[src/include/cpu_cfg.svh]
`ifndef CPU_CFG_SVH
`define CPU_CFG_SVH

// Data and address width
`define CFG_XLEN 32

// Data RAM depth in 32-bit words
`define CFG_DMEM_WORDS 256

// Cycles from request acceptance to response valid, at least 1
`define CFG_DMEM_LATENCY 2

`endif

[src/rtl/cpu_pkg.sv]
`include "cpu_cfg.svh"

package cpu_pkg;

	typedef enum logic [2:0] {
		SEL_ALU,
		SEL_MEM,
		SEL_CSR
	} wb_src_e;

	typedef enum logic [2:0] {
		MEM_LB,
		MEM_LBU,
		MEM_LH,
		MEM_LHU,
		MEM_LW,
		MEM_SB,
		MEM_SH,
		MEM_SW
	} mem_op_e;

	localparam logic [31:0] CAUSE_DMEM_BUS_ERROR = 32'd5;	// Access fault on data bus

	typedef struct packed {
		logic [`CFG_XLEN-1:0]	pc;
		logic					rd_wena;
		logic [5:0]				rd_addr;
		logic [`CFG_XLEN-1:0]	rd_data;	// Byte address for memory items
		logic [`CFG_XLEN-1:0]	store_data;
		wb_src_e				wb_src;
		mem_op_e				mem_op;
		logic					exc_pend;
		logic [31:0]			exc_cause;
	} ex_mem_t;

	typedef struct packed {
		logic [`CFG_XLEN-1:0]	pc;
		logic					rd_wena;
		logic [5:0]				rd_addr;
		logic [`CFG_XLEN-1:0]	rd_data;
		wb_src_e				wb_src;
		logic					exc_pend;
		logic [31:0]			exc_cause;
	} mem_wb_t;

	typedef struct packed {
		logic [`CFG_XLEN-1:0]	addr;
		logic					write;
		logic [`CFG_XLEN-1:0]	wdata;
		logic [3:0]				wstrb;
	} dmem_req_t;

	typedef struct packed {
		logic [`CFG_XLEN-1:0]	rdata;
		logic [1:0]				resp;
		logic [1:0]				addr_lo;	// Byte offset of the read
	} dmem_rsp_t;

	function automatic logic is_store(mem_op_e op);
		return op inside {MEM_SB, MEM_SH, MEM_SW};
	endfunction

endpackage

[src/rtl/trap_unit.sv]
module trap_unit (
	input	logic				clk,
	input	logic				reset,
	input	logic				valid_out,
	input	logic				ready_in,
	input	cpu_pkg::mem_wb_t	wb_out,
	output	logic				exc_taken,
	output	logic [31:0]		trap_cause,
	output	logic [7:0]			trap_count
);

	// Exception is taken as the item retires
	assign exc_taken = valid_out && ready_in && wb_out.exc_pend;

	always_ff @(posedge clk, posedge reset) begin
		if (reset) begin
			trap_cause <= '0;
			trap_count <= '0;
		end else if (exc_taken) begin
			trap_cause <= wb_out.exc_cause;
			trap_count <= trap_count + 8'd1;	// Wraps after 255
		end
	end

endmodule

[config.mk]
export PLATFORM = sky130hd
export DESIGN_NAME = trap_unit
export DESIGN_NICKNAME = d
export VERILOG_FILES = /design/src/rtl/cpu_pkg.sv /design/src/rtl/trap_unit.sv
export VERILOG_INCLUDE_DIRS = /design/src /design/src/include
export SDC_FILE = /design/constraint.sdc
export NUM_CORES = 1
export LEC_CHECK = 0
export BUFFER_PORTS_ARGS = -buffer_cell sky130_fd_sc_hd__buf_2
export CORE_ASPECT_RATIO = 1.25
export CORE_UTILIZATION = 36
export CTS_BUF_LIST = sky130_fd_sc_hd__clkbuf_4 sky130_fd_sc_hd__clkbuf_8 sky130_fd_sc_hd__clkbuf_16
export CTS_CLUSTER_DIAMETER = 120
export DETAILED_ROUTE_END_ITERATION = 12
export PLACE_DENSITY = 0.79
export SLEW_MARGIN = 20
export SYNTH_ARGS = -nofsm -noshare
export SYNTH_HDL_FRONTEND = slang
export SYNTH_SLANG_ARGS = --single-unit
[constraint.sdc]
create_clock -name clk -period 1.55 [get_ports clk]
set_clock_uncertainty 0.1 [all_clocks]
set_input_delay 0.155 -clock clk [delete_from_list [all_inputs] [get_ports clk]]
set_output_delay 0.155 -clock clk [all_outputs]
set_load 0.02 [all_outputs]
==> impl_metrics.env, run 1 <==
export IMPL_setup_worst_path_start_class="flip-flop"
export IMPL_dieWidth_um=61
export IMPL_synth_largest_area_cell="dfrtp_1"
export IMPL_tritoncts_num_sinks=40
export IMPL_remaining_drc_errors=0
export IMPL_clockPowerShare_pct=29.0
export IMPL_finish_net_count=394
export IMPL_worst_ir_drop_vdd_uv=814
export IMPL_worstSetupPathType="flip-flop to primary output"
export IMPL_synth_top_cell_area_share_pct=63.9
export IMPL_area_growth_synth_to_final_pct=58.0
export IMPL_rows=26
export IMPL_ctsLongestPathBuffers=2
export IMPL_worst_endpoint_arrival_ns=0.94
export IMPL_crit_path_cell_trace="buf_2"
export IMPL_gpl_final_weighted_congestion=0.787
export IMPL_cp_top_family="flip-flops"
export IMPL_critPathCaptureType="primary output"
export IMPL_cp_num_buf_inv=1
export IMPL_placed_cell_area_mm2=0.00202
export IMPL_synth_warning_count=0
export IMPL_outcome="finished clean"
export IMPL_drive_above_1_share_pct=33.2
export IMPL_floorplan_die_area_mm2=0.00462
export IMPL_worstPathRequired_ns=1.29
export IMPL_antenna_violations_before_repair=0
export IMPL_synth_top_cells_by_area="dfrtp_1 64%, nand2_1 24%, xnor2_1 2.2%"
export IMPL_cts_root_buf="clkbuf_8"
export IMPL_slew_violations=0
export IMPL_power_share_switching_pct=31.4
export IMPL_core_region_area_mm2=0.00413
export IMPL_leakage_nw=1.40
export IMPL_dp_slack_ns=0.295
export IMPL_layout_cells_most_common_list="101 x nand2_1, 77 x buf_2, 40 x dfrtp_1, 33 x dlygate4sd3_1, 7 x clkbuf_8"
export IMPL_timing_final_crit_period_ns=1.19
export IMPL_max_cap_violations=0
export IMPL_postRouteAntennaNets=0
export IMPL_drt_wirelength_per_cell_um=11.3
export IMPL_final_design_area_no_fill_mm2=0.00247
export IMPL_synth_cell_types=15
export IMPL_routed_via_count=1458
export IMPL_initial_util_pct=37.9
export IMPL_grt_setup_unrepaired="false"
export IMPL_power_density_mw_per_mm2=1260
export IMPL_post_synth_instance_area_mm2=0.00157
export IMPL_cts_htree_levels=2
export IMPL_filler_cell_count=355
export IMPL_dr_first_iter_drc_count=47
export IMPL_cell_with_the_biggest_individual_delay_on_the_critical_path="dfrtp_1"
export IMPL_synth_cells=167
export IMPL_maxSlewHeadroom_pct=67.0
export IMPL_timing_hold_violations_final=0
export IMPL_cpPeakStageDelay_ns=0.45
export IMPL_io_pin_count=152
export IMPL_share_seq_of_total_power_pct=44.4
export IMPL_grt_start_max_net_pins=41
export IMPL_finalPower_mw=3.11
export IMPL_fin_tns_setup_ns=0
export IMPL_dp_hpwl_mm=2.30
export IMPL_diodes_inserted=0
export IMPL_cts_tree="done"
export IMPL_timing_fmax_mhz=840
export IMPL_min_path_type="input port to flip-flop"
export IMPL_io_buffer_count=77
export IMPL_critical_path_max_fanout=6
export IMPL_setup_violations=0
export IMPL_post_dr_vias_cell=4.30
export IMPL_grt_util_all_layers_pct=17.2
export IMPL_hold_buffers=33
export IMPL_chipHeight_um=75.8
export IMPL_combinational_cell_fraction_of_total_power_pct=26.6
export IMPL_post_cts_setup_buffers=0
export IMPL_syn_mean_instance_area_um2=9.38
export IMPL_synth_sequential_area_ratio_pct=63.9
export IMPL_grt_overflow_total=0
export IMPL_layout_cells_most_common="nand2_1"
export IMPL_drt_pre_antenna_iters=4
export IMPL_drt_wl_total_mm=3.85
export IMPL_switching_component_of_the_power_mw=0.977
export IMPL_first_pass_grt_wire_length_mm=5.71
export IMPL_clk_latency_ns=0.28
export IMPL_cts_resized=0
export IMPL_grt_pass1_vias=1358
export IMPL_actual_transition_at_the_worst_max_transition_pin_ns=0.495
export IMPL_post_route_worst_setup_slack_ns=0.359
export IMPL_cellInternalPower_mw=2.13
export IMPL_synth_net_count=279
export IMPL_clkTransAtPathRegs_ns=0.07
export IMPL_cts_bufs_inserted=5
export IMPL_synth_seq_cells=40
export IMPL_period_share_pct=76.8
## final timing paths
check | cells after the start | to | slack [ns] | from
worst max-delay path | 1 | trap_count[3] | 0.36 | trap_count[3]$_DFFE_PP0P_
worst max register to register | 3 | trap_count[7]$_DFFE_PP0P_ | 0.40 | trap_count[2]$_DFFE_PP0P_
worst min register to register | 1 | trap_count[7]$_DFFE_PP0P_ | 0.36 | trap_count[7]$_DFFE_PP0P_
worst min-delay path | 3 | trap_count[0]$_DFFE_PP0P_ | 0.14 | ready_in
min in group asynchronous | 4 | trap_cause[10]$_DFFE_PP0P_ | 0.45 | reset
max in group asynchronous | 4 | trap_count[3]$_DFFE_PP0P_ | 0.57 | reset
## through the flow
step	instances	hold slack, ns	utilization, %
after floorplan	167	0.160	-
after global placement	298	0.202	48.8
after detailed placement	298	0.202	48.8
after CTS	339	0.120	59.9
after global routing	339	0.129	59.9
final	339	0.138	59.9
## power groups by stage
stage / sequential (mW) / combinational, mW / clock (mW)
after floorplan: 1.64 / 0.222 / 0
after global placement: 1.39 / 0.749 / 0
final: 1.38 / 0.827 / 0.900
after detailed placement: 1.40 / 0.768 / 0
after global routing: 1.41 / 0.912 / 0.978
after CTS: 1.38 / 0.832 / 0.932
## registers in the layout, summed over array words and instances, names as in the netlist
| signal | flops |
|---|---|
| trap_count | 8 |
| trap_cause | 32 |
## cell usage after synthesis
master / number
xor2_1: 3
nor2_1: 1
and3_1: 1
nor3_2: 2
nand2_1: 101
buf_6: 1
inv_2: 1
nand3_1: 1
nand3_2: 1
xnor2_1: 4
nand4_1: 3
buf_2: 6
ha_1: 1
dfrtp_1: 40
inv_1: 1
## final cells by class
cell class	count	area, um^2	share of cell area [%]
clock buffers	7	96.3	3.89
clock inverters	1	30.0	1.21
inverters	2	7.51	0.303
multi-input cells	118	517	20.9
flip-flops and latches	40	1000	40.4
well taps	56	70.1	2.83
repair buffers	115	753	30.4
## logic make-up (layout without fill, tap and decap cells)
| group | count (synthesis) | in the layout | synth area share [%] |
|---|---|---|---|
| xor gates and xnor gates | 7 | 7 | 3.91 |
| and+or+nand+nor | 110 | 110 | 28.3 |
| DFF | 40 | 40 | 63.9 |
| buffers and inverters | 9 | 125 | 3.11 |
| adders and majority gates | 1 | 1 | 0.799 |
## routing by layer
metal,GRT usage [%],wire (um)
met2,32.0,2090
met1,18.2,1500
met3,5.09,215
met5,0,0
met4,6.06,36
## tightest hold or removal path, cell delays in order
cell	delay, ns
buf_2	0.11
nand3_2	0.14
xnor2_1	0.08
Power figures use the tool's default switching activity.
==> inputs of run 2 (changes only) <==
==> constraint.sdc (replaced) <==
create_clock -name clk -period 1.2 [get_ports clk]
set_clock_uncertainty 0.1 [all_clocks]
set_input_delay 0.12 -clock clk [delete_from_list [all_inputs] [get_ports clk]]
set_output_delay 0.12 -clock clk [all_outputs]
set_load 0.02 [all_outputs]
==> run 2 against run 1 <==
  * Combinational power increased by 43%
  * Global-route usage rose by 1.1 points
  * Cell area increased by 1.4%
  * Sequential cell count is the same
  * Wire length is 5.5% higher
  * Clock power rose by 20%
  * Die area stayed put
  * First-iteration DRC count decreased by 26%
  * Total power grew 30%
  * Register-to-register slack got worse by 0.34 ns
  * Largest power group unchanged
==> impl_metrics.env, run 2 (same netlist as run 1, synthesis figures left out) <==
export IMPL_period_share_pct=96.2
export IMPL_first_pass_grt_wire_length_mm=6.11
export IMPL_chipHeight_um=75.8
export IMPL_ctsLongestPathBuffers=2
export IMPL_diodes_inserted=0
export IMPL_dp_hpwl_mm=2.36
export IMPL_gpl_final_weighted_congestion=0.779
export IMPL_slew_violations=0
export IMPL_min_path_type="input port to flip-flop"
export IMPL_number_of_cells_in_the_finished_layout_apart_from_fillers=342
export IMPL_cts_bufs_inserted=5
export IMPL_worstSetupPathType="flip-flop to primary output"
export IMPL_rows=26
export IMPL_crit_path_cell_trace="buf_6, buf_6"
export IMPL_routed_via_count=1485
export IMPL_finalPower_mw=4.04
export IMPL_drt_pre_antenna_iters=4
export IMPL_cp_common_cell="buf_6"
export IMPL_layout_cells_most_common_list="101 x nand2_1, 76 x buf_2, 40 x dfrtp_1, 33 x dlygate4sd3_1, 6 x buf_4"
export IMPL_timing_fmax_mhz=866
export IMPL_filler_cell_count=363
export IMPL_cts_root_buf="clkbuf_8"
export IMPL_dp_slack_ns=-0.00439
export IMPL_leakage_nw=1.42
export IMPL_remaining_drc_errors=0
export IMPL_critical_path_max_fanout=2
export IMPL_cpPeakStageDelay_ns=0.40
export IMPL_io_buffer_count=77
export IMPL_dr_wl_met3_um=181
export IMPL_clkTransAtPathRegs_ns=0.07
export IMPL_met2WireLength_mm=2.16
export IMPL_grt_start_max_net_pins=41
export IMPL_outcome="finished clean"
export IMPL_cts_htree_levels=2
export IMPL_initial_util_pct=37.9
export IMPL_timing_hold_violations_final=0
export IMPL_registers_top_by_ff_count="trap_cause"
export IMPL_finalCoreUtilization_pct=60.8
export IMPL_timing_final_crit_period_ns=1.15
export IMPL_post_dr_vias_cell=4.34
export IMPL_grt_pass1_vias=1488
export IMPL_top_signal_layer_used="met4"
export IMPL_tritoncts_num_sinks=40
export IMPL_cp_top_family="flip-flops"
export IMPL_drt_wirelength_per_cell_um=11.9
export IMPL_maxSlewHeadroom_pct=85.2
export IMPL_dieWidth_um=61
export IMPL_cell_with_the_biggest_individual_delay_on_the_critical_path="dfrtp_1"
export IMPL_setup_worst_path_start_class="flip-flop"
export IMPL_max_cap_violations=0
export IMPL_finish_net_count=397
export IMPL_actual_transition_at_the_worst_max_transition_pin_ns=0.221
export IMPL_worst_ir_drop_vdd_uv=1060
export IMPL_routedLengthMet1_mm=1.66
export IMPL_floorplan_die_area_mm2=0.00462
export IMPL_core_region_area_mm2=0.00413
export IMPL_io_pin_count=152
export IMPL_worstPathRequired_ns=0.98
export IMPL_dpl_cell_count=300
export IMPL_power_density_mw_per_mm2=1610
export IMPL_worst_endpoint_arrival_ns=0.93
export IMPL_critPathCaptureType="primary output"
export IMPL_post_route_worst_setup_slack_ns=0.0456
export IMPL_grt_setup_unrepaired="false"
export IMPL_grt_util_all_layers_pct=18.3
export IMPL_layout_cells_most_common="nand2_1"
export IMPL_reg_top3="trap_cause (32), trap_count (8)"
export IMPL_clk_latency_ns=0.28
export IMPL_drt_wl_total_mm=4.06
export IMPL_dr_first_iter_drc_count=35
export IMPL_cts_tree="done"
export IMPL_setup_violations=0
export IMPL_area_growth_synth_to_final_pct=60.2
export IMPL_postRouteAntennaNets=0
export IMPL_antenna_violations_before_repair=0
export IMPL_largest_reg_flops=32
export IMPL_worst_hold_slack_ns=0.127
export IMPL_cp_num_buf_inv=2
export IMPL_drive_above_1_share_pct=34.3
export IMPL_grt_overflow_total=0
[run 2: what timing repair did]
action	in CTS	in global routing
gates cloned	0	0
endpoints found under the setup margin	1	3
buffers inserted	0	1
pin swaps	0	1
endpoints found under the hold margin	72	0
hold buffers	33	0
gates resized for setup	2	2
[run 2: metrics by stage]
stage / cell area (um^2) / TNS, ns
2_1_floorplan: 1570 / 0
3_3_place_gp: 2050 / 0
3_5_place_dp: 2050 / -0.00490
4_1_cts: 2490 / 0
5_1_grt: 2510 / 0
6_report: 2510 / 0
[run 2: final cells by class]
cell class | count | area [um^2] | share of cell area [%]
flip-flops and latches | 40 | 1000 | 39.9
clock buffers | 6 | 76.3 | 3.04
well taps | 56 | 70.1 | 2.79
repair buffers | 118 | 798 | 31.8
clock inverters | 2 | 35.0 | 1.40
inverters | 2 | 7.51 | 0.299
multi-input cells | 118 | 522 | 20.8
[run 2: where the power goes]
| group | total [mW] | internal [mW] | switching [mW] |
|---|---|---|---|
| Clock | 1.08 | 0.639 | 0.438 |
| Sequential | 1.78 | 1.60 | 0.182 |
| Combinational | 1.18 | 0.502 | 0.681 |
[run 2: tightest hold or removal path: cells and delay by family]
family | cells | cell delay, ns
xor+xnor | 1 | 0.08
buf+inv | 1 | 0.10
simple gates | 1 | 0.17
[run 2: worst paths after layout]
path                                      startpoint                         end  slack (ns)  depth (start not counted)
min                                         ready_in   trap_count[0]$_DFFE_PP0P_        0.13                          3
min reg2reg                trap_count[7]$_DFFE_PP0P_   trap_count[7]$_DFFE_PP0P_        0.36                          1
min in group asynchronous                      reset  trap_cause[10]$_DFFE_PP0P_        0.36                          4
max                        trap_count[2]$_DFFE_PP0P_               trap_count[2]        0.05                          2
max reg2reg                trap_count[0]$_DFFE_PP0P_   trap_count[4]$_DFFE_PP0P_        0.06                          3
max in group asynchronous                      reset   trap_count[4]$_DFFE_PP0P_        0.44                          4
[run 2: layer usage]
layer	track usage (%)	up-vias
met5	0	-
li1	-	743
met4	7.07	0
met1	19.0	676
met2	35.4	59
met3	3.74	7
