### config.mk
export PLATFORM = sky130hd
export DESIGN_NAME = mem_stage
export DESIGN_NICKNAME = d
export VERILOG_FILES = /design/src/rtl/cpu_pkg.sv /design/src/rtl/mem_stage.sv
export VERILOG_INCLUDE_DIRS = /design/src /design/src/include
export SDC_FILE = /design/constraint.sdc
export NUM_CORES = 1
export LEC_CHECK = 0
export BUFFER_PORTS_ARGS = -buffer_cell sky130_fd_sc_hd__buf_2
export CORE_AREA = 3 3 116 118
export DETAILED_ROUTE_END_ITERATION = 12
export DIE_AREA = 0 0 119 121
export GPL_ROUTABILITY_DRIVEN = 0
export GPL_TIMING_DRIVEN = 0
export PLACE_DENSITY = 0.85
export SYNTH_ARGS = -nofsm -noshare
export SYNTH_HDL_FRONTEND = slang
export SYNTH_SLANG_ARGS = --single-unit
### constraint.sdc
create_clock -name clk -period 11.18 [get_ports clk]
set_input_delay 3.354 -clock clk [delete_from_list [all_inputs] [get_ports clk]]
set_output_delay 3.354 -clock clk [all_outputs]
set_load 0.01 [all_outputs]
### src/include/cpu_cfg.svh
`ifndef CPU_CFG_SVH
`define CPU_CFG_SVH

// Data and address width
`define CFG_XLEN 32

// Data RAM depth in 32-bit words
`define CFG_DMEM_WORDS 256

// Cycles from request acceptance to response valid, at least 1
`define CFG_DMEM_LATENCY 2

`endif

### src/rtl/cpu_pkg.sv
`include "cpu_cfg.svh"

package cpu_pkg;

	typedef enum logic [2:0] {
		SEL_ALU,
		SEL_MEM,
		SEL_CSR
	} wb_src_e;

	typedef enum logic [2:0] {
		MEM_LB,
		MEM_LBU,
		MEM_LH,
		MEM_LHU,
		MEM_LW,
		MEM_SB,
		MEM_SH,
		MEM_SW
	} mem_op_e;

	localparam logic [31:0] CAUSE_DMEM_BUS_ERROR = 32'd5;	// Access fault on data bus

	typedef struct packed {
		logic [`CFG_XLEN-1:0]	pc;
		logic					rd_wena;
		logic [5:0]				rd_addr;
		logic [`CFG_XLEN-1:0]	rd_data;	// Byte address for memory items
		logic [`CFG_XLEN-1:0]	store_data;
		wb_src_e				wb_src;
		mem_op_e				mem_op;
		logic					exc_pend;
		logic [31:0]			exc_cause;
	} ex_mem_t;

	typedef struct packed {
		logic [`CFG_XLEN-1:0]	pc;
		logic					rd_wena;
		logic [5:0]				rd_addr;
		logic [`CFG_XLEN-1:0]	rd_data;
		wb_src_e				wb_src;
		logic					exc_pend;
		logic [31:0]			exc_cause;
	} mem_wb_t;

	typedef struct packed {
		logic [`CFG_XLEN-1:0]	addr;
		logic					write;
		logic [`CFG_XLEN-1:0]	wdata;
		logic [3:0]				wstrb;
	} dmem_req_t;

	typedef struct packed {
		logic [`CFG_XLEN-1:0]	rdata;
		logic [1:0]				resp;
		logic [1:0]				addr_lo;	// Byte offset of the read
	} dmem_rsp_t;

	function automatic logic is_store(mem_op_e op);
		return op inside {MEM_SB, MEM_SH, MEM_SW};
	endfunction

endpackage

### src/rtl/mem_stage.sv
`include "cpu_cfg.svh"

module mem_stage (
	input	logic					clk,
	input	logic					reset,

	input	logic					valid_in,
	output	logic					ready_out,
	input	logic					flush_in,
	output	logic					flush_out,
	input	logic					exc_taken,
	output	logic					valid_out,
	input	logic					ready_in,

	input	cpu_pkg::ex_mem_t		ex_in,
	output	cpu_pkg::mem_wb_t		wb_out,

	input	logic					rsp_valid,
	input	cpu_pkg::dmem_rsp_t		rsp,
	output	logic					rsp_ready,

	output	logic					issue_ok,
	output	logic					accept
);

	logic					is_mem;
	logic					stall;
	logic [`CFG_XLEN-1:0]	rdata_aligned;
	logic [`CFG_XLEN-1:0]	load_data;
	cpu_pkg::mem_wb_t		wb_next;

	assign is_mem = ex_in.wb_src == cpu_pkg::SEL_MEM;

	// Hold input while an exception waits to retire or memory has not answered
	assign stall = wb_out.exc_pend || (is_mem && !ex_in.exc_pend && !rsp_valid);

	assign ready_out = ready_in && !stall;
	assign flush_out = flush_in || exc_taken;
	assign accept = valid_in && ready_out && !flush_out;
	assign rsp_ready = accept && is_mem && !ex_in.exc_pend;
	assign issue_ok = !wb_out.exc_pend && !flush_out;

	assign rdata_aligned = rsp.rdata >> {rsp.addr_lo, 3'b000};

	always_comb begin
		case (ex_in.mem_op)
			cpu_pkg::MEM_LB:
				load_data = {{(`CFG_XLEN-8){rdata_aligned[7]}}, rdata_aligned[7:0]};
			cpu_pkg::MEM_LBU:
				load_data = {{(`CFG_XLEN-8){1'b0}}, rdata_aligned[7:0]};
			cpu_pkg::MEM_LH:
				load_data = {{(`CFG_XLEN-16){rdata_aligned[15]}}, rdata_aligned[15:0]};
			cpu_pkg::MEM_LHU:
				load_data = {{(`CFG_XLEN-16){1'b0}}, rdata_aligned[15:0]};
			default:
				load_data = rdata_aligned;
		endcase
	end

	always_comb begin
		wb_next.pc = ex_in.pc;
		wb_next.rd_wena = ex_in.rd_wena;
		wb_next.rd_addr = ex_in.rd_addr;
		wb_next.rd_data = ex_in.rd_data;
		wb_next.wb_src = ex_in.wb_src;
		wb_next.exc_pend = ex_in.exc_pend;
		wb_next.exc_cause = ex_in.exc_cause;
		if (is_mem && !ex_in.exc_pend) begin
			if (|rsp.resp) begin
				wb_next.exc_pend = 1'b1;	// Address stays in rd_data
				wb_next.exc_cause = cpu_pkg::CAUSE_DMEM_BUS_ERROR;
			end else if (!cpu_pkg::is_store(ex_in.mem_op)) begin
				wb_next.rd_data = load_data;
			end
		end
	end

	// MEM/WB register
	always_ff @(posedge clk, posedge reset) begin
		if (reset) begin
			valid_out <= 1'b0;
			wb_out <= '0;
		end else if (flush_out) begin
			valid_out <= 1'b0;
			wb_out <= '0;
		end else if (accept) begin
			valid_out <= 1'b1;
			wb_out <= wb_next;
		end else if (valid_out && ready_in) begin
			valid_out <= 1'b0;	// Drained with nothing behind it
			wb_out <= '0;
		end
	end

endmodule

==> results.md, run 1 <==
Yosys:
- Yosys mapped the design onto 39 distinct sky130hd cell types.
- The async set-reset flop share out of synthesis is 1.00.
- The post-synth net total is 586.
- The per-instance average area after synthesis is around 13 um^2.
- In this run, synthesis inferred 0 flip-flops with an integrated enable.
- The multiplexer area fraction after synthesis is 0.0993.
- The portion of the post-synthesis area used by sequential elements is 0.524.
- The synthesis-stage register bit count is 108.
- The proportion of netlist area held by the largest area contributor is 0.524.
- The prevailing post-synth register cell is dfrtp_1.
- The biggest area contributor in the post-synthesis netlist is dfrtp_1.
- The area fraction in compound gates after synthesis is 0.270.
- Of the total synthesized cell area, the portion taken by XOR and XNOR cells is 0.
- The post-synthesis instance area is 5150 um^2.
- The post-synthesis share of cell area spent on and, or, nand and nor gates is 0.0573.
- After synthesis, the largest family of logic cells by area is compound AO/OA/AOI/OAI gates.
- Of the total synthesized cell area, the portion taken by full adders, half adders and majority gates is 0.
- Yosys printed 0 warnings.
- Synthesis produced a netlist whose cell count is 401.
- Yosys attributes the largest share of cell area to dfrtp_1 52%, a22o_1 14%, mux2i_1 4.5%, mux4_2 3.5%, o2bb2ai_2 2.9%.

Die:
- In this run the count of I/O pins placed on the die edge is roughly 300.
- The initial utilization of the core area, before any placement, comes to 0.410.
- In this run the core area contains 41 standard-cell rows.
- The x dimension of the die is 119 um.
- The height of the chip is 121 um.
- The area of the die is around 14,000 um^2.
- The core region is 12,600 um^2.

Final layout:
- In the final layout, the share of cells above drive strength 1 is 0.503.
- 0 antenna diodes ended up in the layout.
- The non-filler instance count after layout is 854.
- In the final design database the tool counted 862 nets.
- The library cell used most frequently in the layout, excluding fill and tap cells, is buf_2.
- Leaving out fill and tap cells, the most frequent cells in the layout are 279 x buf_2, 108 x dfrtp_1, 80 x a22o_1.
- The area added between synthesis and finish is 35.9%.

Worst setup path:
- On the critical path, the stage with the largest delay is an instance of or4b_1.
- The sort of element at the start of the critical path is an input port.
- The kind of end point of the critical path is an output port.
- The reg-to-reg startpoint is wb_out[32].
- In this run the register-to-register setup slack is a little over 9 ns.
- The endpoint identified for the worst register-to-register timing path is wb_out[62].
- Measured in cells, the most critical reg-to-reg path has a length of 7.
- The data arrival at the endpoint of the critical path is 5.02 ns.
- The cell with the most instances on the worst path is buf_2.
- The delay of the slowest critical-path stage is 0.50 ns.
- The category of the most critical setup path is in2out.
- The critical path ends at rsp_ready.
- The critical path required time is just under 8 ns.
- Along the worst path, the maximum fanout reaches 10.
- Traced cell by cell, the critical path runs through buf_2, or4b_1, buf_4, o21ai_2, buf_2, nor2_1, buf_2.
- The most critical setup path has its startpoint at ex_in[37].

STA:
- Setup repair after global routing left no endpoint under its margin.
- Measured against its own limit, the worst slew margin works out to 0.425.
- The maximum frequency from static timing analysis is 119 MHz.
- At the pin with the least slew margin, the transition time is ~0.86 ns.
- The total setup violations reported at the end of the flow is 0.
- The sum of negative setup slack is 0 ns.
- In the finished design, the share of the clock period the worst path needs comes to 0.749.
- The minimum clock period is about 8.4 ns.
- The number of slew-limit violations in the final report is 0.
- The number of hold violations in the final report is 0.
- The clock skew after layout is 0.00684 ns.

Global routing:
- The via count of the first global-routing pass is about 4,500.
- The first global-routing pass estimated 24.2 mm of wire.
- The number of antenna violations at the first check in global routing is 0.
- Entering global routing, the biggest net connects 56 pins.
- The remaining global-route overflow is 0.
- The global-route usage over all layers is 0.214.

Clocking:
- The insertion delay of the later-clocked pin in the worst-skew pair is 0.35 ns.
- The CTS H-tree depth is 3.
- The CTS sink count is 108.
- The register clock-pin slew on the reported worst setup and hold paths is around 0.070 ns.
- The number of CTS-inserted buffers is 9.
- The count of hold-fix buffers inserted at cts is 0.
- The cell sitting at the root of the clock tree is a clkbuf_16.
- The post-cts sizing count is 0.
- The maximum clock path buffer count is 2.
- TritonCTS built the clock tree.
- Once the clock tree was built, the setup fixing pass inserted 0 buffers.

Detailed routing:
- The total number of vias is ~4,600.
- After detailed routing, the average wire length per cell comes to 18.4 um.
- The DRC violations left is 0.
- After detailed routing, the total wire length is 15.7 mm.
- The first TritonRoute pass finished after 4 iterations.
- The post-route antenna net violation count is 0.
- The vias per cell is 5.35.
- The first routing iteration left approximately 280 violations.

Job:
- Across the run, the number of max-cap violations was 0.

Pwr:
- The total power divided by cell area is 118 nW/um^2.
- The worst ir drop on vdd is 0.0728 mV.
- The leakage power total is 3.75 nW.
- After layout, the design draws a total of slightly above 0.8 mW.

Place:
- The count of input and output buffers is approximately 260.
- The number of cells after detailed placement is 838.
- The detailed-placement wirelength estimate is 12.3 mm.

Hold path:
- The tightest min-delay check is of the reg2reg type.
- Counting instances, the worst hold path has a depth of 1.

Status:
- The flow ran to the end, and the final reports show no timing, DRC or antenna violations.
==> critical path, delay by kind of cell <==
family | cells | cell delay, ns
compound gates | 1 | 0.24
buf+inv | 4 | 0.84
simple gates | 2 | 0.58
==> state kept, by name, indices dropped and copies added, names as in the netlist <==
register	flops
wb_out	107
valid_out	1
==> routing by layer <==
| metal | vias up | wire length, um | track usage | share of wire |
|---|---|---|---|---|
| met2 | 207 | 7970 | 0.367 | 0.51 |
| met4 | 0 | 280 | 0.0652 | 0.018 |
| li1 | 2110 | - | - | - |
| met3 | 24 | 1160 | 0.0578 | 0.074 |
| met1 | 2231 | 6280 | 0.264 | 0.40 |
| met5 | - | 0 | 0 | 0 |
==> through the flow <==
stage	utilization	setup WS [ns]	cell area, um^2	hold WS (ns)
finish	0.557	2.80	7010	0.486
detailed placement	0.535	2.79	6720	0.469
floorplan	-	3.27	5150	0.522
global placement	0.532	2.81	6690	0.469
CTS	0.557	2.78	7010	0.489
global route	0.557	2.68	7010	0.509
==> Yosys cell counts (6+ instances only) <==
cell type / number
mux2i_1: 23
o21a_1: 10
o2bb2ai_2: 10
o2bb2ai_1: 16
dfrtp_1: 108
nor2_1: 8
o211a_1: 9
a22o_1: 80
mux2_2: 9
buf_2: 15
nand2_1: 18
clkbuf_1: 11
mux4_2: 8
buf_6: 6
o21ai_0: 12
nand3b_1: 9
o211ai_1: 15
==> worst min path at each step <==
stage                     slack (ns)  startpoint          to
after detailed placement        0.47  wb_out[44]  wb_out[44]
final                           0.49  wb_out[44]  wb_out[44]
after global placement          0.47   wb_out[2]   wb_out[2]
after CTS                       0.49  wb_out[51]  wb_out[51]
after global routing            0.51   wb_out[2]   wb_out[2]
after floorplan                 0.52  wb_out[50]  wb_out[50]
==> cell families after synthesis <==
| group | Yosys count |
|---|---|
| buf+inv | 42 |
| mux | 40 |
| compound gates | 158 |
| flops | 108 |
| simple gates | 53 |
==> power breakdown <==
part	internal, mW	leakage, nW	switching (mW)
registers	0.399	1.49	0.00517
clock network	0.155	0.138	0.154
logic	0.0513	2.12	0.0595
total	0.605	3.75	0.218
==> area by class of cell <==
type	count	area [um^2]
plain buffers	40	246
clock buffers	9	225
clock inverters	7	58.8
fillers	1097	5560
inverters	2	10.0
multi-input cells	251	2200
flip-flops and latches	108	2700
well taps	172	215
repair buffers	265	1350
Note: power is estimated with default switching activity, not from simulation.
==> run 2: changes to the inputs <==
--- a/config.mk
+++ b/config.mk
@@ -7,12 +7,13 @@
 export NUM_CORES = 1
 export LEC_CHECK = 0
 export BUFFER_PORTS_ARGS = -buffer_cell sky130_fd_sc_hd__buf_2
-export CORE_AREA = 3 3 116 118
+export CORE_ASPECT_RATIO = 0.9
+export CORE_MARGIN = 3
+export CORE_UTILIZATION = 40
 export DETAILED_ROUTE_END_ITERATION = 12
-export DIE_AREA = 0 0 119 121
 export GPL_ROUTABILITY_DRIVEN = 0
 export GPL_TIMING_DRIVEN = 0
-export PLACE_DENSITY = 0.85
+export PLACE_DENSITY = 0.87
 export SYNTH_ARGS = -nofsm -noshare
 export SYNTH_HDL_FRONTEND = slang
 export SYNTH_SLANG_ARGS = --single-unit
==> constraint.sdc (replaced) <==
create_clock -name clk -period 7 [get_ports clk]
set_input_delay 2.1 -clock clk [delete_from_list [all_inputs] [get_ports clk]]
set_output_delay 2.1 -clock clk [all_outputs]
set_load 0.01 [all_outputs]
==> run 2 against run 1 <==
  * Cell area up 0.34%
  * Total power up 67%
  * Sequential cell count did not move
  * Via count shrank 0.66%
  * Clock power grew 77%
  * Sequential power rose by 60%
  * Largest cell class unchanged
  * Sequential share of layout area fell by 0.13 points
  * Critical path depth unchanged
  * Largest power group unchanged
==> results.md, run 2 (same netlist as run 1, synthesis figures left out) <==
Pwr:
- The leakage power total is 3.77 nW (+0.56%).
- The total power divided by cell area came to 195 nW/um^2 (+66%).
- The worst ir drop on vdd is 0.146 mV (+100%).

STA:
- The sum of negative setup slack is 0 ns (unchanged).
- The number of slew-limit violations in the final report is 0 (unchanged).
- The slew at the pin closest to its max-slew limit is 0.905 ns (+0.0451 ns).
- Dividing the final minimum period by the clock period gives 0.843.
- Static timing analysis puts the maximum clock frequency at 170 MHz.
- The worst slew margin relative to its limit was 0.395 (-0.0301).
- Setup repair after global routing left no endpoint under its margin.
- The final worst setup slack is 1.10 ns (-1.70 ns).
- The total setup violations reported at the end of the flow was 0 (unchanged).
- The number of hold violations in the final report is 0 (unchanged).
- The minimum clock period is 5.90 ns.
- The clock skew after layout was 0.00502 ns (-0.00182 ns).

Worst setup path:
- STA classifies the critical path startpoint as an input port.
- The critical path required time is 4.90 ns (-2.93 ns).
- The category of the most critical setup path is in2out.
- The data arrival at the endpoint of the critical path is 3.80 ns (-1.22 ns).
- The worst setup path is captured at an output port.
- The reg-to-reg startpoint is wb_out[32].
- The largest fanout on the critical path is 10 (unchanged).
- Tracing the worst setup path back leads to its startpoint at ex_in[37].

Hold path:
- The path class of the tightest hold or removal check is reg2reg.
- In this run the most critical hold path is launched from wb_out[67].

Global routing:
- After global routing, the most crowded layer is met2.
- The maximum number of pins on one net before global-route repair came to 60 (+7.1%).
- The via count of the first global-routing pass was 4,603 (+1.9%).
- The met1 capacity usage during global routing is 0.276 (+0.0118).
- The global routing met2 resource utilization came to 0.386 (+0.0186).
- The met3 usage is 0.0665 (+0.00867).
- The wire length of the first global-routing pass is 25.1 mm (+3.8%).
- The global-route usage over all layers was 0.223 (+0.00918).
- The remaining global-route overflow is 0 (unchanged).
- The number of antenna violations at the first check in global routing is 0 (unchanged).

Clocking:
- The register clock-pin slew on the reported worst setup and hold paths is 0.08 ns (about the same).
- TritonCTS built the clock tree.
- The maximum clock path buffer count is 2 (unchanged).
- The number of CTS-inserted buffers is 9 (unchanged).
- The post-cts sizing count is 0 (unchanged).
- The root cell of the clock tree is clkbuf_16.
- The number of post-CTS setup repair buffers is 0 (unchanged).
- The count of hold-fix buffers inserted at cts is 0 (unchanged).
- The insertion delay of the later-clocked pin in the worst-skew pair is 0.36 ns (about the same).
- The CTS sink count is 108 (unchanged).
- The CTS H-tree depth was 3 (unchanged).

Place:
- The count of input and output buffers is 264 (unchanged).
- The detailed-placement wirelength estimate is 12.5 mm (+2.2%).
- The worst setup timing slack at the placement stage is 1.09 ns (-1.70 ns).

Die:
- The area of the die is 14,300 um^2 (-0.77%).
- The standard-cell row count is 38 (-7.3%).
- The area inside the core boundary is 12,300 um^2 (-2.0%).
- The height of the chip is 114 um (-6.0%).
- The x dimension of the die is 126 um (+5.6%).
- The I/O pin count came to 298 (unchanged).
- The starting density of the core is 0.419 (+0.00846).

Final layout:
- The antenna diode count is 0 (unchanged).
- The library cell used most frequently in the layout, excluding fill and tap cells, is buf_2.
- Leaving out fill and tap cells, the most frequent cells in the layout are 279 x buf_2, 108 x dfrtp_1, 80 x a22o_1.
- The final layout net count came to 862 (unchanged).
- The flip-flop count of the largest register, all copies and words added was 107 (unchanged).
- The area growth from synthesis to layout is 36.4%.
- In the final layout, the registers with the most flip-flops are wb_out x107, valid_out x1.
- More flip-flops sit in one register than any other, and that register is wb_out.
- The layout cell share with drive strength beyond 1 is 0.503 (unchanged).

Detailed routing:
- The total wire length after detailed routing came to 16.1 mm (+2.8%).
- The total number of vias is 4,542 (-0.66%).
- The post-route antenna net violation count is 0 (unchanged).
- The number of optimization iterations in the first detailed-route pass is 4 (unchanged).
- The detailed router's first-iteration violation count is 215 (-23%).
- The post-detailed-route wirelength per cell is 19.2 um (+4.2%).
- The DRC violations left is 0 (unchanged).
- The vias per cell came to 5.39 (+0.76%).

Job:
- The number of max-cap violations is 0 (unchanged).

Status:
- The run finished with clean final reports.
[run 2: layout make-up]
type,count,area (um^2)
fill,1047,5290
sequential,108,2700
multi-input combinational,251,2200
timing repair buffer,265,1350
buffer,40,246
clock buffer,9,225
tap,160,200
clock inverter,7,97.6
inverter,2,10.0
[run 2: final timing paths]
path | endpoint | slack (ns) | depth (start not counted)
setup / recovery | rsp_ready | 1.10 | 7
hold / removal | wb_out[67] | 0.48 | 1
setup reg to reg | wb_out[61] | 4.94 | 7
hold reg to reg | wb_out[67] | 0.48 | 1
max in group asynchronous | wb_out[52] | 4.45 | 3
min in group asynchronous | wb_out[30] | 1.84 | 2
[run 2: power breakdown]
| group | internal [mW] | switching [mW] | total, mW | leakage [nW] |
|---|---|---|---|---|
| sequential | 0.637 | 0.00823 | 0.645 | 1.49 |
| combinational | 0.0819 | 0.0973 | 0.179 | 2.12 |
| clock | 0.291 | 0.257 | 0.548 | 0.159 |
[run 2: through the flow]
step	utilization	instances	power, mW	hold slack [ns]	instance area (um^2)
5_1_grt	0.571	842	1.43	0.503	7030
4_1_cts	0.571	842	1.39	0.492	7030
3_5_place_dp	0.545	826	0.837	0.471	6710
2_1_floorplan	-	401	0.747	0.522	5150
6_report	0.571	842	1.37	0.485	7030
3_3_place_gp	0.542	825	0.831	0.468	6680
[run 2: critical path: stages]
cell     delay, ns
buf_2         0.12
or4b_1        0.51
buf_4         0.21
o21ai_2       0.26
buf_2         0.37
nor2_1        0.07
buf_2         0.15
[run 2: metal layers]
layer,vias to the layer above,share of wire
met5,-,0
met4,0,0.011
met3,16,0.086
met2,217,0.50
met1,2205,0.40
li1,2104,-
